===== src/cu_pkg.sv =====
package cu_pkg;

	typedef enum logic [2:0]
	{
		st_fetch   = 3'd0,	// Put PC on the address bus, start memory read
		st_pc_inc  = 3'd1,	// Write PC plus 2 back
		st_ir_load = 3'd2,	// MDR into IR
		st_decode  = 3'd3,	// Decoder enable, CEX gating
		st_execute = 3'd4	// One cycle per opcode
	} cycle_state_t;

	typedef enum logic [6:0]
	{
		op_beq = 7'd1,
		op_bne, op_bc, op_bnc, op_bn, op_bge, op_blt,
		op_bra,				// 8
		op_add,				// 9, first ALU opcode
		op_addc, op_sub, op_subc, op_dadd, op_cmp, op_xor,
		op_and, op_or, op_bit, op_bic,
		op_bis,				// 20, last ALU opcode
		op_mov,				// 21
		op_sra = 7'd23,
		op_rrc,				// 24
		op_setcc = 7'd30,
		op_clrcc,			// 31
		op_cex				// 32
	} op_t;

	typedef enum logic [3:0]
	{
		cc_eq = 4'd0, cc_ne, cc_cs, cc_cc, cc_mi, cc_pl, cc_vs, cc_vc,
		cc_hi, cc_ls, cc_ge, cc_lt, cc_gt, cc_le,
		cc_al = 4'd14		// 15 is never true
	} cond_t;

	typedef enum logic [1:0]
	{
		bus_mdr = 2'd0,		// MDR or MAR side
		bus_reg = 2'd1,		// Register file
		bus_ir  = 2'd2,		// Instruction register
		bus_alu = 2'd3		// ALU result
	} bus_src_t;

	typedef struct packed
	{
		logic     valid;	// Transfer happens this cycle
		logic     byte_op;	// Low byte only
		bus_src_t src;
		bus_src_t dst;
	} bus_route_t;

	typedef logic [4:0] reg_num_t;	// 0-7 GPRs, 8-15 constants

	typedef struct packed
	{
		logic [7:0] rest;	// Bits 15:8
		logic [2:0] pri;	// Current priority
		logic       v;
		logic       slp;	// Sleep, set while held at breakpoint
		logic       n;
		logic       z;
		logic       c;
	} psw_t;

	typedef struct packed
	{
		op_t        op;
		logic [2:0] dst;
		logic [2:0] srccon;	// Source register or constant index
		logic       wb;		// Byte operation
		logic       rc;		// Source is a constant
		cond_t      cond;	// CEX condition
		logic [2:0] t_count;
		logic [2:0] f_count;
		logic [4:0] flag_mask;	// SETCC and CLRCC bits
	} decoded_instr_t;

	typedef struct packed
	{
		logic       alu_en;
		logic       decode_en;
		logic       sxt_en;
		logic       mem_read;
		logic       psw_update;	// ALU updates its flags
		logic       s_bus_sxt;	// S bus from sign extender
		logic       psw_from_alu;
		logic [4:0] alu_op;
		bus_route_t dbus;
		bus_route_t abus;
		reg_num_t   dbus_rnum_dst;
		reg_num_t   dbus_rnum_src;
		reg_num_t   alu_rnum_dst;
		reg_num_t   alu_rnum_src;
		reg_num_t   addr_rnum_src;
	} ctrl_word_t;

	typedef struct packed
	{
		logic       start;	// Load the CEX counters
		logic       result;	// Condition held
		logic [2:0] t_count;
		logic [2:0] f_count;
	} cex_load_t;

	typedef struct packed
	{
		logic       set;
		logic       clr;
		logic [4:0] mask;
	} psw_cmd_t;

	localparam reg_num_t   REG_PC     = 5'd7;
	localparam reg_num_t   REG_CONST2 = 5'd10;	// Constant 2 for the PC step
	localparam ctrl_word_t CTRL_IDLE  = '0;
	localparam psw_t       PSW_RESET  = 16'h60e0;	// Priority 7, flags clear
	// Sign bit of the branch offset, wired as a constant into the sign extender
	localparam int         BR_SXT_BIT = 10;

endpackage


===== src/cycle_sequencer.sv =====
`timescale 1ns/10ps

module cycle_sequencer
(
	input  logic                  clock,
	input  logic                  cpucycle_rst,
	input  logic [15:0]           pc,
	input  logic [15:0]           brkpnt,
	input  logic                  issue,		// From CEX gate, valid in decode
	input  logic                  instr_done,	// Execute finished
	output cu_pkg::cycle_state_t  state,
	output logic                  halted		// Fetch blocked by breakpoint
);

	cu_pkg::cycle_state_t state_nxt;

	assign halted = (state == cu_pkg::st_fetch) && (pc == brkpnt);	// Holds for as long as pc matches

	always_comb
	begin
		state_nxt = state;
		case (state)
			cu_pkg::st_fetch:
			begin
				if (!halted)
					state_nxt = cu_pkg::st_pc_inc;	// Else wait in fetch
			end
			cu_pkg::st_pc_inc:
				state_nxt = cu_pkg::st_ir_load;
			cu_pkg::st_ir_load:
				state_nxt = cu_pkg::st_decode;
			cu_pkg::st_decode:
			begin
				if (issue)
					state_nxt = cu_pkg::st_execute;
				else
					state_nxt = cu_pkg::st_fetch;	// Skipped by CEX
			end
			cu_pkg::st_execute:
			begin
				if (instr_done)
					state_nxt = cu_pkg::st_fetch;
			end
			default:
				state_nxt = cu_pkg::st_fetch;	// Recover from unused codes
		endcase
	end

	always_ff @(posedge clock)
	begin
		if (cpucycle_rst)
			state <= cu_pkg::st_fetch;
		else
			state <= state_nxt;
	end

endmodule


===== src/cex_gate.sv =====
`timescale 1ns/10ps

module cex_gate
(
	input  logic                  clock,
	input  logic                  cpucycle_rst,
	input  cu_pkg::cycle_state_t  state,
	input  cu_pkg::cex_load_t     cex_ld,
	output logic                  issue
);

	logic       active;		// CEX block in progress
	logic       result;		// Stored condition result
	logic [2:0] t_cnt;
	logic [2:0] f_cnt;
	logic [2:0] t_nxt;
	logic [2:0] f_nxt;

	// True slots are consumed first, then false slots
	assign issue = !active
		|| (result && (t_cnt != 3'd0))
		|| (!result && (t_cnt == 3'd0) && (f_cnt != 3'd0));

	always_comb
	begin
		t_nxt = t_cnt;
		f_nxt = f_cnt;
		if (t_cnt != 3'd0)
			t_nxt = t_cnt - 3'd1;
		else if (f_cnt != 3'd0)
			f_nxt = f_cnt - 3'd1;
	end

	always_ff @(posedge clock)
	begin
		if (cpucycle_rst)
		begin
			active <= 1'b0;
			result <= 1'b0;
			t_cnt  <= 3'd0;
			f_cnt  <= 3'd0;
		end
		else if (cex_ld.start)
		begin
			active <= 1'b1;				// Counts apply from the next decode
			result <= cex_ld.result;
			t_cnt  <= cex_ld.t_count;
			f_cnt  <= cex_ld.f_count;
		end
		else if ((state == cu_pkg::st_decode) && active)
		begin
			t_cnt  <= t_nxt;
			f_cnt  <= f_nxt;
			active <= (t_nxt != 3'd0) || (f_nxt != 3'd0);	// Done when both run out
		end
	end

endmodule


===== src/cond_eval.sv =====
`timescale 1ns/10ps

module cond_eval
(
	input  cu_pkg::cond_t  cond,
	input  cu_pkg::psw_t   flags,
	output logic           taken
);

	logic n_eq_v;

	assign n_eq_v = (flags.n == flags.v);	// Signed compare result

	always_comb
	begin
		case (cond)
			cu_pkg::cc_eq: taken = flags.z;
			cu_pkg::cc_ne: taken = !flags.z;
			cu_pkg::cc_cs: taken = flags.c;
			cu_pkg::cc_cc: taken = !flags.c;
			cu_pkg::cc_mi: taken = flags.n;
			cu_pkg::cc_pl: taken = !flags.n;
			cu_pkg::cc_vs: taken = flags.v;
			cu_pkg::cc_vc: taken = !flags.v;
			cu_pkg::cc_hi: taken = flags.c && !flags.z;	// Unsigned higher
			cu_pkg::cc_ls: taken = !flags.c || flags.z;
			cu_pkg::cc_ge: taken = n_eq_v;
			cu_pkg::cc_lt: taken = !n_eq_v;
			cu_pkg::cc_gt: taken = !flags.z && n_eq_v;
			cu_pkg::cc_le: taken = flags.z || !n_eq_v;
			cu_pkg::cc_al: taken = 1'b1;
			default:       taken = 1'b0;	// Code 15
		endcase
	end

endmodule


===== src/exec_control.sv =====
`timescale 1ns/10ps

module exec_control
(
	input  logic                    clock,
	input  logic                    cpucycle_rst,
	input  cu_pkg::cycle_state_t    state,
	input  logic                    halted,
	input  logic                    issue,
	input  cu_pkg::decoded_instr_t  instr,
	input  cu_pkg::psw_t            psw_in,
	output cu_pkg::ctrl_word_t      ctrl,
	output logic                    instr_done,
	output cu_pkg::cex_load_t       cex_ld,
	output cu_pkg::psw_cmd_t        psw_cmd
);

	cu_pkg::ctrl_word_t word_nxt;
	cu_pkg::cond_t      br_cond;
	logic               taken;
	logic [3:0]         alu_base;	// Opcode offset into the ALU table
	logic               is_exec;

	assign is_exec    = (state == cu_pkg::st_execute);
	assign instr_done = is_exec;	// Every execute step is one cycle

	always_comb
	begin
		case (instr.op)
			cu_pkg::op_beq: br_cond = cu_pkg::cc_eq;
			cu_pkg::op_bne: br_cond = cu_pkg::cc_ne;
			cu_pkg::op_bc:  br_cond = cu_pkg::cc_cs;
			cu_pkg::op_bnc: br_cond = cu_pkg::cc_cc;
			cu_pkg::op_bn:  br_cond = cu_pkg::cc_mi;
			cu_pkg::op_bge: br_cond = cu_pkg::cc_ge;
			cu_pkg::op_blt: br_cond = cu_pkg::cc_lt;
			cu_pkg::op_bra: br_cond = cu_pkg::cc_al;
			default:        br_cond = instr.cond;	// CEX condition field
		endcase
	end

	cond_eval u_cond_eval
	(
		.cond  (br_cond),
		.flags (psw_in),
		.taken (taken)
	);

	// Shifts skip opcode 22 and the offset wraps within four bits
	assign alu_base = 4'(instr.op) -
		(((instr.op == cu_pkg::op_sra) || (instr.op == cu_pkg::op_rrc)) ? 4'd11 : 4'd9);

	always_comb
	begin
		word_nxt = cu_pkg::CTRL_IDLE;
		case (state)
			cu_pkg::st_fetch:
			begin
				if (!halted)
				begin
					word_nxt.alu_rnum_dst  = cu_pkg::REG_PC;
					word_nxt.alu_rnum_src  = cu_pkg::REG_CONST2;	// Preset PC plus 2
					word_nxt.alu_op        = 5'd0;				// Add
					word_nxt.dbus_rnum_dst = cu_pkg::REG_PC;
					word_nxt.addr_rnum_src = cu_pkg::REG_PC;
					// PC to MAR
					word_nxt.abus          = '{1'b1, 1'b0, cu_pkg::bus_reg, cu_pkg::bus_mdr};
					word_nxt.mem_read      = 1'b1;
				end
			end
			cu_pkg::st_pc_inc:
			begin
				word_nxt.alu_en = 1'b1;
				word_nxt.dbus   = '{1'b1, 1'b0, cu_pkg::bus_alu, cu_pkg::bus_reg};	// Write PC back
			end
			cu_pkg::st_ir_load:
				word_nxt.dbus = '{1'b1, 1'b0, cu_pkg::bus_mdr, cu_pkg::bus_ir};
			cu_pkg::st_decode:
				word_nxt.decode_en = issue;	// No decode for a skipped instruction
			cu_pkg::st_execute:
			begin
				case (instr.op) inside
					[cu_pkg::op_beq:cu_pkg::op_bra]:
					begin
						if (taken)
						begin
							word_nxt.sxt_en        = 1'b1;	// Offset from sign extender
							word_nxt.s_bus_sxt     = 1'b1;
							word_nxt.alu_en        = 1'b1;
							word_nxt.alu_op        = 5'd0;	// PC plus offset
							word_nxt.alu_rnum_dst  = cu_pkg::REG_PC;
							word_nxt.dbus_rnum_dst = cu_pkg::REG_PC;
							word_nxt.dbus = '{1'b1, 1'b0, cu_pkg::bus_alu, cu_pkg::bus_reg};
						end
					end
					[cu_pkg::op_add:cu_pkg::op_bis], cu_pkg::op_sra, cu_pkg::op_rrc:
					begin
						word_nxt.alu_op        = {alu_base, instr.wb};	// Word and byte pairs
						word_nxt.alu_rnum_dst  = {2'b00, instr.dst};
						word_nxt.dbus_rnum_dst = {2'b00, instr.dst};
						word_nxt.alu_rnum_src  = {1'b0, instr.rc, instr.srccon};	// Constants at 8-15
						word_nxt.psw_update    = 1'b1;
						word_nxt.psw_from_alu  = 1'b1;
						word_nxt.alu_en        = 1'b1;
						word_nxt.dbus = '{1'b1, instr.wb, cu_pkg::bus_alu, cu_pkg::bus_reg};
					end
					cu_pkg::op_mov:
					begin
						word_nxt.dbus_rnum_src = {2'b00, instr.srccon};
						word_nxt.dbus_rnum_dst = {2'b00, instr.dst};
						word_nxt.dbus = '{1'b1, instr.wb, cu_pkg::bus_reg, cu_pkg::bus_reg};
					end
					default:
						word_nxt = cu_pkg::CTRL_IDLE;	// PSW and CEX ops use side outputs
				endcase
			end
			default:
				word_nxt = cu_pkg::CTRL_IDLE;
		endcase
	end

	always_comb
	begin
		cex_ld.start   = is_exec && (instr.op == cu_pkg::op_cex);
		cex_ld.result  = taken;			// Condition from instr.cond here
		cex_ld.t_count = instr.t_count;
		cex_ld.f_count = instr.f_count;
		psw_cmd.set    = is_exec && (instr.op == cu_pkg::op_setcc);
		psw_cmd.clr    = is_exec && (instr.op == cu_pkg::op_clrcc);
		psw_cmd.mask   = instr.flag_mask;
	end

	always_ff @(posedge clock)
	begin
		if (cpucycle_rst)
			ctrl <= cu_pkg::CTRL_IDLE;
		else
			ctrl <= word_nxt;	// One cycle behind state
	end

endmodule


===== src/psw_stage.sv =====
`timescale 1ns/10ps

module psw_stage
(
	input  logic               clock,
	input  logic               cpucycle_rst,
	input  cu_pkg::psw_t       psw_in,
	input  logic               halted,
	input  cu_pkg::psw_cmd_t   psw_cmd,
	output cu_pkg::psw_t       psw_out
);

	logic [4:0]   flags;	// V, SLP, N, Z, C
	cu_pkg::psw_t psw_nxt;

	always_comb
	begin
		flags = {psw_in.v, psw_in.slp, psw_in.n, psw_in.z, psw_in.c};
		if (psw_cmd.set)
			flags = flags | psw_cmd.mask;	// SETCC
		if (psw_cmd.clr)
			flags = flags & ~psw_cmd.mask;	// CLRCC
		psw_nxt = psw_in;					// Priority and upper bits pass through
		{psw_nxt.v, psw_nxt.slp, psw_nxt.n, psw_nxt.z, psw_nxt.c} = flags;
		psw_nxt.slp = halted;				// Sleep while held at breakpoint
	end

	always_ff @(posedge clock)
	begin
		if (cpucycle_rst)
			psw_out <= cu_pkg::PSW_RESET;
		else
			psw_out <= psw_nxt;
	end

endmodule


===== src/control_unit.sv =====
`timescale 1ns/10ps

module control_unit
(
	input  logic                    clock,
	input  logic                    cpucycle_rst,
	input  logic [15:0]             pc,
	input  logic [15:0]             brkpnt,
	input  cu_pkg::decoded_instr_t  instr,
	input  cu_pkg::psw_t            psw_in,
	output cu_pkg::ctrl_word_t      ctrl,
	output cu_pkg::psw_t            psw_out
);

	cu_pkg::cycle_state_t state;
	logic                 halted;
	logic                 issue;		// CEX decision for the decoded instruction
	logic                 instr_done;
	cu_pkg::cex_load_t    cex_ld;
	cu_pkg::psw_cmd_t     psw_cmd;

	cycle_sequencer u_cycle_sequencer
	(
		.clock        (clock),
		.cpucycle_rst (cpucycle_rst),
		.pc           (pc),
		.brkpnt       (brkpnt),
		.issue        (issue),
		.instr_done   (instr_done),
		.state        (state),
		.halted       (halted)
	);

	cex_gate u_cex_gate
	(
		.clock        (clock),
		.cpucycle_rst (cpucycle_rst),
		.state        (state),
		.cex_ld       (cex_ld),
		.issue        (issue)
	);

	exec_control u_exec_control
	(
		.clock        (clock),
		.cpucycle_rst (cpucycle_rst),
		.state        (state),
		.halted       (halted),
		.issue        (issue),
		.instr        (instr),
		.psw_in       (psw_in),
		.ctrl         (ctrl),
		.instr_done   (instr_done),
		.cex_ld       (cex_ld),
		.psw_cmd      (psw_cmd)
	);

	psw_stage u_psw_stage
	(
		.clock        (clock),
		.cpucycle_rst (cpucycle_rst),
		.psw_in       (psw_in),
		.halted       (halted),
		.psw_cmd      (psw_cmd),
		.psw_out      (psw_out)
	);

endmodule


===== config.mk =====
export PLATFORM = sky130hd
export DESIGN_NAME = control_unit
export DESIGN_NICKNAME = d
export VERILOG_FILES = /design/src/cu_pkg.sv /design/src/cycle_sequencer.sv /design/src/cex_gate.sv /design/src/cond_eval.sv /design/src/exec_control.sv /design/src/psw_stage.sv /design/src/control_unit.sv
export SDC_FILE = /design/constraint.sdc
export NUM_CORES = 1
export LEC_CHECK = 0
export BUFFER_PORTS_ARGS = -buffer_cell sky130_fd_sc_hd__buf_2
export CAP_MARGIN = 10
export CORE_MARGIN = 1
export CORE_UTILIZATION = 25
export DETAILED_ROUTE_END_ITERATION = 7
export GPL_TIMING_DRIVEN = 1
export SETUP_SLACK_MARGIN = 0.1
export SLEW_MARGIN = 20
export SYNTH_ARGS = -nofsm -noshare
export SYNTH_HDL_FRONTEND = slang
export SYNTH_HIERARCHICAL = 1
export SYNTH_SLANG_ARGS = --single-unit

===== constraint.sdc =====
create_clock -name clock -period 9.44 [get_ports clock]
set_input_delay 2.832 -clock clock [delete_from_list [all_inputs] [get_ports clock]]
set_output_delay 2.832 -clock clock [all_outputs]
set_load 0.1 [all_outputs]

# After elaboration in Yosys (flattened, before gate mapping)
# Cells that the tools add are included.
# word_totals
wordCells,164
in_bits,80
reg_bits,74
out_inout_bits,65
# op_classes
muxes,41
order_cmp,4
reduce_logical,41
n_addsub,3
eq_ne,35
bitwise_logic,8
# ops
op,n
5-bit two-way mux,8
3-bit two-way mux,12
"7-bit by 5-bit equality test with 1-bit output, second input constant",5
4-bit one-hot mux with 8 select lines,1
15-bit one-hot mux with 2 select lines,1
"4-bit equality test, second input constant",7
"7-bit by 3-bit equality test with 1-bit output, second input constant",4
6-bit two-way mux,4
11-bit one-hot mux with 2 select lines,1
6-bit one-hot mux with 3 select lines,1
16-bit equality test,1
"4-bit by 3-bit equality test with 1-bit output, second input constant",4
1-bit one-hot mux with 15 select lines,1
"7-bit by 2-bit equality test with 1-bit output, second input constant",2
13-bit two-way mux,1
1-bit logical AND,12
3-bit one-hot mux with 4 select lines,1
3-bit nonzero test,4
11-bit two-way mux,1
3-bit OR reduction,3
"4-bit by 2-bit equality test with 1-bit output, second input constant",2
"7-bit by 1-bit equality test with 1-bit output, second input constant",1
"7-bit by 4-bit equality test with 1-bit output, second input constant",1
"7-bit by 6-bit equality test with 1-bit output, second input constant",1
other kinds (28),53

# Depth between registers and ports, before layout
# Gate-level depths: netlist of run 1.
# depth
ltp_word,7
mapped_depth,14
mapped_depth_nobuf,10

# Cells and area by module
# Netlist of run 1, hierarchy kept.
# by_module_without_submodules
mod,n_inst,seq_area_each_um2,cells_per_inst,area_each_um2
exec_control,1,580.6,187,1590.3
cex_gate,1,160.2,68,581.8
psw_stage,1,320.3,37,484.2
cycle_sequencer,1,60.1,36,292.8
cond_eval,1,0.0,28,193.9

# Worst setup path before layout of run 1
# No wires, ideal clock.
# synth_path
path_type,input-to-reg
start,in instr[25] in the netlist's numbering
end,reg u_exec_control/ctrl[10] (netlist name)
setup_slack_ps,4013
required_time_ps,9301
n_path_buf,2
path_stages,11
setup_time_ps,139
arrival_ps,5287
cell_sequence,buf_2 -> clkbuf_1 -> nand2_1 -> o32a_1 -> o21ai_0 -> mux2_4 -> a21oi_1 -> o211ai_1 -> a211o_1 -> a31oi_1 -> o21ai_0
# synth_between
elab_chain_cells,7
word_cells_on_any_way,38
cone_classes,order compare (4); eq/ne (24); mux (6); reduce/logical (4)
# synth_lines
element,line_no,source
from (decl),control_unit.sv:9,"input cu_pkg::decoded_instr_t instr,"
7-bit by 4-bit equality test with 1-bit output (tied with other cells),exec_control.sv:29,case (instr.op)
4-bit one-hot mux with 8 select lines (*),exec_control.sv:29,
via u_exec_control.br_cond[2],exec_control.sv:19,cu_pkg::cond_t br_cond;
4-bit equality test (tied with other cells),cond_eval.sv:16,case (cond)
1-bit one-hot mux with 15 select lines (*),cond_eval.sv:16,
via u_exec_control.taken,exec_control.sv:20,logic taken;
3-bit two-way mux (*),exec_control.sv:85,if (taken)
5-bit two-way mux (*),exec_control.sv:82,case (instr.op) inside
15-bit one-hot mux with 2 select lines (*),exec_control.sv:56,case (state)
# The timed path passes the listed nets; every way through them passes the cells marked *.
# A chain may end at the register's enable or synchronous reset.

==> metrics.md, run 1 <==
| Metric | Value |
|---|---|
| Num CTS Buffers | `5` |
| Period utilisation layout | `61.7%` |
| Fmax | `172 MHz` |
| Setup Buffers After CTS | `0` |
| I/O Buffers | `129` |
| Max cap viols | `0` |
| CTS tree | `built` |
| Hold crit path type | `flip-flop to flip-flop` |
| Clk root buf | `clkbuf_16` |
| HP Start | `u_cex_gate/active` |
| Reg2Reg Depth | `5` |
| Latest clock arrival within the worst-skew pair | `0.29 ns` |
| YS warnings | `6` |
| Hold_buf cts | `0` |
| Number of DRC markers in iteration 0 | `164` |
| Hold EP | `u_cex_gate/active` |
| WL/cell | `12.0 um` |
| Clock Pin Slew Worst Setup and Hold Paths | `0.08 ns` |
| Resize count post-CTS | `0` |
| First-pass DRT Iterations | `4` |
| Vias in the first global route | `2,556` |
| HPWL after DPL | `5.83 mm` |
| Share of cells above drive strength 1 | `34.4%` |
| Die height | `114 um` |
| Max clock buf depth | `2` |
| IO Pins | `145` |
| Final slew viol count | `0` |
| Global-route wire length before repair | `12.0 mm` |
| Crit path cell chain | `buf_2 > nor3_2 > a21oi_1 > o32a_1 > o21ai_0 > mux2_4 > a21oi_1 > o211ai_1 > a211o_1 > a31oi_1 > o21ai_0` |
| Core area | `12,100 um^2` |
| GRT overflow | `0` |
| Static leakage | `1.77 nW` |
| Worst Setup Slack, final | `3.62 ns` |
| Row count | `40` |
| Number of diodes | `0` |
| Hold Path Depth | `2` |
| Finished Layout Cells | `627` |
| Worst Path Class, Setup | `input port to flip-flop` |
| Max incr delay on CP | `0.66 ns` |
| PwrDens | `169 nW/um^2` |
| Clk_skew | `0.0119 ns` |
| Die W | `114 um` |
| Hold Vio Cnt, Final | `0` |
| Fillers | `1,324` |
| Clock Sinks | `56` |
| Mapped cell area | `3140 um^2` |
| # placed instances | `619` |
| Final setup fails | `0` |
| Crit path max-delay family | `compound AO/OA/AOI/OAI gates` |
| Final net count | `543` |
| CP Capture Type | `flip-flop` |
| CP Launch Type | `input port` |
| CP Data Arrival Time | `5.98 ns` |
| H-tree depth | `2` |
| Reg2Reg Launch Point | `u_cycle_sequencer/state[2]` |
| Total Neg Setup Slack | `0 ns` |
| Post-Syn Instances | `355` |
| Initial Util | `25.9%` |
| Initial antenna violation count | `1` |
| Pre-CTS WS | `3.37 ns` |
| DRC | `0` |
| Largest net degree at the start of global routing | `35` |
| Reg2reg end | `u_cex_gate/t_cnt[2]` |
| GRT Total Usage | `11.7%` |
| Min Tclk post-route | `5.82 ns` |
| Via/cell ratio | `4.42` |
| RSZ-0062 raised after global routing | `false` |
| Worst path slowest cell | `o21ai_0` |
| Vias | `2,771` |
| Synthesis-to-layout area growth | `23.3%` |
| Routability Congestion | `0.781` |
| Peak supply drop | `0.0711 mV` |
| R2r setup slk | `7.00 ns` |
| Post-route ant nets | `0` |
| Die area | `13,000 um^2` |
| Status | `completed` |
| CP Buf/Inv Count | `1` |
| CP required | `9.60 ns` |
| Slew @ Worst Pin | `0.837 ns` |
| CP Max Fanout | `8` |
| Post-synthesis area per instance | `8.83 um^2` |
| Max transition margin | `43.6%` |
| DRT Wirelength | `7.51 mm` |
-- power breakdown --
| part | internal [mW] | total [mW] | switching (mW) |
|---|---|---|---|
| clock | 0.0990 | 0.187 | 0.0881 |
| combinational | 0.0442 | 0.212 | 0.168 |
| sequential | 0.249 | 0.256 | 0.00705 |
| total | 0.392 | 0.655 | 0.263 |
-- routing by layer --
metal,up-vias,share of wire (%),global-route usage [%]
li1,1392,-,-
met1,1273,41,13.5
met2,95,52,21.6
met3,9,5.9,3.08
met4,2,0.88,2.60
met5,-,0.17,0
-- how the worst max path moves through the flow --
| stage | start | endpoint | slack (ns) | cells after the start |
|---|---|---|---|---|
| floorplan | instr[25] | u_exec_control/ctrl[10] | 4.01 | 11 |
| global placement | instr[28] | u_exec_control/ctrl[22] | 3.47 | 11 |
| detailed placement | instr[28] | u_exec_control/ctrl[12] | 3.37 | 11 |
| CTS | instr[28] | u_exec_control/ctrl[22] | 3.67 | 11 |
| global route | instr[28] | u_exec_control/ctrl[12] | 3.38 | 11 |
| finish | instr[28] | u_exec_control/ctrl[12] | 3.62 | 11 |
-- stage by stage --
stage / area [um^2] / hold WS (ns) / utilization (%) / total power, mW
after CTS: 3870 / 0.538 / 31.9 / 0.663
final: 3870 / 0.536 / 31.9 / 0.655
after global placement: 3720 / 0.518 / 30.7 / 0.472
after detailed placement: 3720 / 0.527 / 30.7 / 0.474
after global routing: 3870 / 0.598 / 31.9 / 0.684
after floorplan: 3180 / 0.483 / - / 0.443
-- worst reg2reg max path, cell delays in order (launching register included) --
cell and delay (ns):
dfxtp_1 0.51, or3b_1 0.48, nor2_1 0.63, inv_1 0.31, o31a_1 0.18, a221oi_1 0.25
-- sequential cells by signal, summed over array words and instances, names as in the netlist --
signal                   count
u_cex_gate/active            1
u_cycle_sequencer/state      3
u_cex_gate/f_cnt             3
u_psw_stage/psw_out         16
u_cex_gate/result            1
u_cex_gate/t_cnt             3
u_exec_control/ctrl         29
-- cell type report --
| type | instances | area [um^2] | area share (%) |
|---|---|---|---|
| clock buffers | 5 | 125 | 3.24 |
| clock inverters | 3 | 21.3 | 0.550 |
| inverters | 19 | 71.3 | 1.84 |
| multi-input cells | 247 | 1670 | 43.2 |
| flip-flops and latches | 56 | 1120 | 29.0 |
| well taps | 168 | 210 | 5.44 |
| repair buffers | 129 | 646 | 16.7 |
-- cell usage in the layout, fill, tap and decap left out, types with 5 or more instances in the layout --
master	instances
a211oi_2	5
a21oi_1	16
and2b_1	6
buf_2	129
clkbuf_16	5
conb_1	13
dfxtp_1	56
ha_1	5
inv_1	19
nand2_1	16
nand2b_1	8
nand3_1	7
nor2_1	34
nor2b_1	5
nor3_1	11
nor4_1	5
o211ai_1	5
o21ai_0	10
or2_1	5
xnor2_1	8
xor2_1	16
Power figures use the tool's default switching activity.
==> inputs of run 2 (changes only) <==
==> constraint.sdc (replaced) <==
create_clock -name clock -period 6.1 [get_ports clock]
set_input_delay 1.83 -clock clock [delete_from_list [all_inputs] [get_ports clock]]
set_output_delay 1.83 -clock clock [all_outputs]
set_load 0.1 [all_outputs]
==> metrics.md, run 2 (same netlist as run 1, synthesis figures left out) <==
| Metric | Value |
|---|---|
| Largest net degree at the start of global routing | `35` |
| Post-route ant nets | `0` |
| Clock Sinks | `56` |
| CTS tree | `built` |
| Clk root buf | `clkbuf_16` |
| DRC | `0` |
| H-tree depth | `2` |
| Vias in the first global route | `2,606` |
| Status | `completed` |
| Max transition margin | `45.0%` |
| Latest clock arrival within the worst-skew pair | `0.29 ns` |
| Initial Util | `25.9%` |
| Setup Buffers After CTS | `0` |
| Die W | `114 um` |
| Finished Layout Cells | `629` |
| Resize count post-CTS | `0` |
| Fmax | `208 MHz` |
| CP Launch Type | `input port` |
| RSZ-0062 raised after global routing | `false` |
| Hold crit path type | `flip-flop to flip-flop` |
| Total Neg Setup Slack | `0 ns` |
| Number of DRC markers in iteration 0 | `175` |
| Max clock buf depth | `2` |
| Vias | `2,777` |
| WL met3 | `507 um` |
| I/O Buffers | `129` |
| Die area | `13,000 um^2` |
| Slew @ Worst Pin | `0.816 ns` |
| CP Capture Type | `flip-flop` |
| CP Max Fanout | `8` |
| Min Tclk post-route | `4.80 ns` |
| Num CTS Buffers | `5` |
| WL/cell | `11.9 um` |
| Most frequent cells in the layout | `buf_2 (129), dfxtp_1 (56), nor2_1 (34), inv_1 (19)` |
| Hold Vio Cnt, Final | `0` |
| Share of cells above drive strength 1 | `34.6%` |
| Max FFs per register | `29` |
| Most common cell after layout, fill and taps aside | `buf_2` |
| Top routing layer in use | `met5` |
| Final slew viol count | `0` |
| Period utilisation layout | `78.7%` |
| Synthesis-to-layout area growth | `23.6%` |
| Static leakage | `1.77 nW` |
| CP required | `6.25 ns` |
| HPWL after DPL | `5.81 mm` |
| DRT Wirelength | `7.49 mm` |
| Final net count | `544` |
| Die height | `114 um` |
| Row count | `40` |
| Via/cell ratio | `4.41` |
| Regs by FF count | `u_exec_control/ctrl x29, u_psw_stage/psw_out x16` |
| Initial antenna violation count | `1` |
| Wl on met1 | `3.07 mm` |
| Util after Layout | `32.0%` |
| # placed instances | `620` |
| Peak supply drop | `0.117 mV` |
| Core area | `12,100 um^2` |
| IO Pins | `145` |
| Hold_buf cts | `0` |
| Max cap viols | `0` |
| PwrDens | `261 nW/um^2` |
| Routability Congestion | `0.792` |
| GRT Total Usage | `11.7%` |
| Worst Path Class, Setup | `input port to flip-flop` |
| Largest reg by FF count | `u_exec_control/ctrl` |
| Clock Pin Slew Worst Setup and Hold Paths | `0.07 ns` |
| Clk_skew | `0.00824 ns` |
| CP Data Arrival Time | `4.95 ns` |
| First-pass DRT Iterations | `4` |
| GRT overflow | `0` |
| Final setup fails | `0` |
| Global-route wire length before repair | `12.0 mm` |
| Met2 WL post-DR | `3.82 mm` |
==> run 2: cell count changes in the layout (fill, tap and decap cells not counted) <==
cell	before	now
diode_2	0	1
buf_4	0	1
==> run 2: worst paths after layout <==
path / from / to / slack (ns) / cells after the start
setup / recovery: instr[28] / u_exec_control/ctrl[12] / 1.30 / 11
setup reg to reg: u_cycle_sequencer/state[2] / u_exec_control/ctrl[11] / 3.96 / 4
hold / removal: u_cex_gate/f_cnt[2] / u_cex_gate/f_cnt[2] / 0.54 / 2
hold reg to reg: u_cex_gate/f_cnt[2] / u_cex_gate/f_cnt[2] / 0.54 / 2
==> run 2: area by class of cell <==
| class | count | area (um^2) |
|---|---|---|
| well taps | 168 | 210 |
| repair buffers | 130 | 653 |
| clock buffers | 5 | 125 |
| multi-input cells | 247 | 1670 |
| fillers | 1318 | 8240 |
| inverters | 19 | 71.3 |
| flip-flops and latches | 56 | 1120 |
| diodes | 1 | 2.50 |
| clock inverters | 3 | 21.3 |
==> run 2: power breakdown <==
group,leakage [nW],internal (mW),switching [mW]
combinational,1.24,0.0684,0.259
clock,0.0702,0.153,0.136
sequential,0.460,0.385,0.0110
==> run 2: per-layer routing <==
metal / global-route usage, % / vias to the layer above
met4: 2.77 / 2
met2: 21.8 / 97
met3: 3.19 / 10
met1: 13.1 / 1271
met5: 0 / -
li1: - / 1397
==> run 2: critical path, stage by stage <==
cell      delay, ns
buf_2          0.15
nor3_2         0.36
a21oi_1        0.14
o32a_1         0.29
o21ai_0        0.64
mux2_4         0.36
a21oi_1        0.14
o211ai_1       0.11
a211o_1        0.37
a31oi_1        0.40
o21ai_0        0.17
==> run 2: through the flow <==
| step | cell area (um^2) | hold slack (ns) | power (mW) | setup WS, ns |
|---|---|---|---|---|
| after floorplan | 3180 | 0.483 | 0.686 | 1.68 |
| after global placement | 3730 | 0.517 | 0.730 | 1.15 |
| after detailed placement | 3730 | 0.526 | 0.734 | 0.994 |
| after CTS | 3870 | 0.541 | 1.03 | 1.31 |
| after global routing | 3870 | 0.576 | 1.06 | 1.01 |
| final | 3880 | 0.537 | 1.01 | 1.30 |
==> inputs of run 3 (changes only) <==
==> constraint.sdc (replaced) <==
create_clock -name clock -period 5.05 [get_ports clock]
set_input_delay 1.515 -clock clock [delete_from_list [all_inputs] [get_ports clock]]
set_output_delay 1.515 -clock clock [all_outputs]
set_load 0.1 [all_outputs]
==> metrics.md, run 3 (same netlist as run 1, synthesis figures left out) <==
| Metric | Value |
|---|---|
| Status | `completed` |
| Number of DRC markers in iteration 0 | `218` |
| H-tree depth | `2` |
| Vias | `2,758` |
| Period utilisation layout | `89.0%` |
| IO Pins | `145` |
| Final Instance Area | `3890 um^2` |
| DRC | `0` |
| Total power | `1.27 mW` |
| Resize count post-CTS | `0` |
| CP Launch Type | `input port` |
| Static leakage | `1.78 nW` |
| Hold_buf cts | `0` |
| Util after Layout | `32.2%` |
| Share of cells above drive strength 1 | `34.3%` |
| Routability Congestion | `0.800` |
| Clk_skew | `0.00813 ns` |
| Fillers | `1,338` |
| DRT Wirelength | `7.56 mm` |
| Reg2reg end | `u_exec_control/ctrl[11]` |
| Worst Path Class, Setup | `input port to flip-flop` |
| Die W | `114 um` |
| Core area | `12,100 um^2` |
| R2r setup slk | `2.90 ns` |
| WL/cell | `12.0 um` |
| GRT Total Usage | `11.6%` |
| Initial Util | `25.9%` |
| CP required | `5.20 ns` |
| Synthesis-to-layout area growth | `24.2%` |
| Final net count | `544` |
| I/O Buffers | `129` |
| Setup Buffers After CTS | `0` |
| Max cap viols | `0` |
| CTS tree | `built` |
| Via/cell ratio | `4.39` |
| Die height | `114 um` |
| Hold Path Depth | `2` |
| Max transition margin | `42.3%` |
| Post-DP Area | `3730 um^2` |
| Final slew viol count | `0` |
| Largest net degree at the start of global routing | `35` |
| Reg2Reg Depth | `4` |
| Total Neg Setup Slack | `0 ns` |
| Hold EP | `u_cex_gate/f_cnt[2]` |
| Latest clock arrival within the worst-skew pair | `0.29 ns` |
| GRT overflow | `0` |
| CP Max Fanout | `8` |
| RSZ-0062 raised after global routing | `false` |
| Number of diodes | `0` |
| Peak supply drop | `0.135 mV` |
| Final setup fails | `0` |
| HP Start | `u_cex_gate/f_cnt[2]` |
| PwrDens | `327 nW/um^2` |
| Initial antenna violation count | `1` |
| Reg area | `1120 um^2` |
| Hold WS | `0.531 ns` |
| Most common cell after layout, fill and taps aside | `buf_2` |
| CP Data Arrival Time | `4.64 ns` |
| Largest reg by FF count | `u_exec_control/ctrl` |
| Max FFs per register | `29` |
| Regs by FF count | `u_exec_control/ctrl x29, u_psw_stage/psw_out x16` |
| Clk root buf | `clkbuf_16` |
| Hold crit path type | `flip-flop to flip-flop` |
| CP Capture Type | `flip-flop` |
| Num CTS Buffers | `5` |
| Die area | `13,000 um^2` |
| HPWL after DPL | `5.81 mm` |
| Clock Sinks | `56` |
| Global-route wire length before repair | `11.9 mm` |
| Post-route ant nets | `0` |
| Most frequent cells in the layout | `buf_2 (129), dfxtp_1 (56), nor2_1 (34), inv_1 (19)` |
| Fmax | `223 MHz` |
| Min Tclk post-route | `4.49 ns` |
| First-pass DRT Iterations | `4` |
| Max clock buf depth | `2` |
| Row count | `40` |
| Slew @ Worst Pin | `0.857 ns` |
| Vias in the first global route | `2,530` |
| Reg2Reg Launch Point | `u_cycle_sequencer/state[2]` |
| Clock Pin Slew Worst Setup and Hold Paths | `0.07 ns` |
| Multi-input logic area | `1670 um^2` |
| Hold Vio Cnt, Final | `0` |
run 3: routing by layer:
layer / share of wire, % / global-route usage (%) / vias to the layer above
met4: 1.5 / 3.38 / 2
met3: 6.6 / 3.24 / 12
met2: 50 / 20.8 / 110
met1: 42 / 13.3 / 1237
met5: 0.17 / 0 / -
li1: - / - / 1397
run 3: worst max-delay path, cell delays in order:
cell and delay [ns]:
buf_2 0.15, nor3_2 0.36, a21oi_1 0.12, o32a_1 0.29
o21ai_0 0.67, mux2_4 0.35, a21oi_1 0.14, o211ai_1 0.10
a211o_1 0.36, a31oi_1 0.40, o21ai_0 0.17
run 3: stage by stage:
step | setup slack (ns) | instances
after floorplan | 0.940 | 367
after global routing | 0.295 | 628
after global placement | 0.414 | 620
after detailed placement | 0.267 | 620
final | 0.556 | 628
after CTS | 0.583 | 628
run 3: layout make-up:
type | count | share of cell area, %
Clock buffer | 6 | 3.31
Timing Repair Buffer | 130 | 16.8
Inverter | 19 | 1.83
Sequential cell | 56 | 28.8
Tap cell | 168 | 5.40
Clock inverter | 2 | 0.996
Multi-Input combinational cell | 247 | 42.9
run 3: power breakdown:
part	total (mW)	internal, mW	switching, mW
sequential	0.478	0.465	0.0134
combinational	0.396	0.0827	0.314
clock	0.398	0.236	0.161
total	1.27	0.784	0.488
run 3: worst max path at each step:
stage               depth (start not counted)                       to  startpoint  slack (ns)
finish                                     11  u_exec_control/ctrl[11]   instr[28]        0.56
global placement                           11  u_exec_control/ctrl[22]   instr[28]        0.41
floorplan                                  11  u_exec_control/ctrl[10]   instr[25]        0.94
detailed placement                         11  u_exec_control/ctrl[11]   instr[28]        0.27
CTS                                        11  u_exec_control/ctrl[11]   instr[28]        0.58
global route                               11  u_exec_control/ctrl[12]   instr[28]        0.29
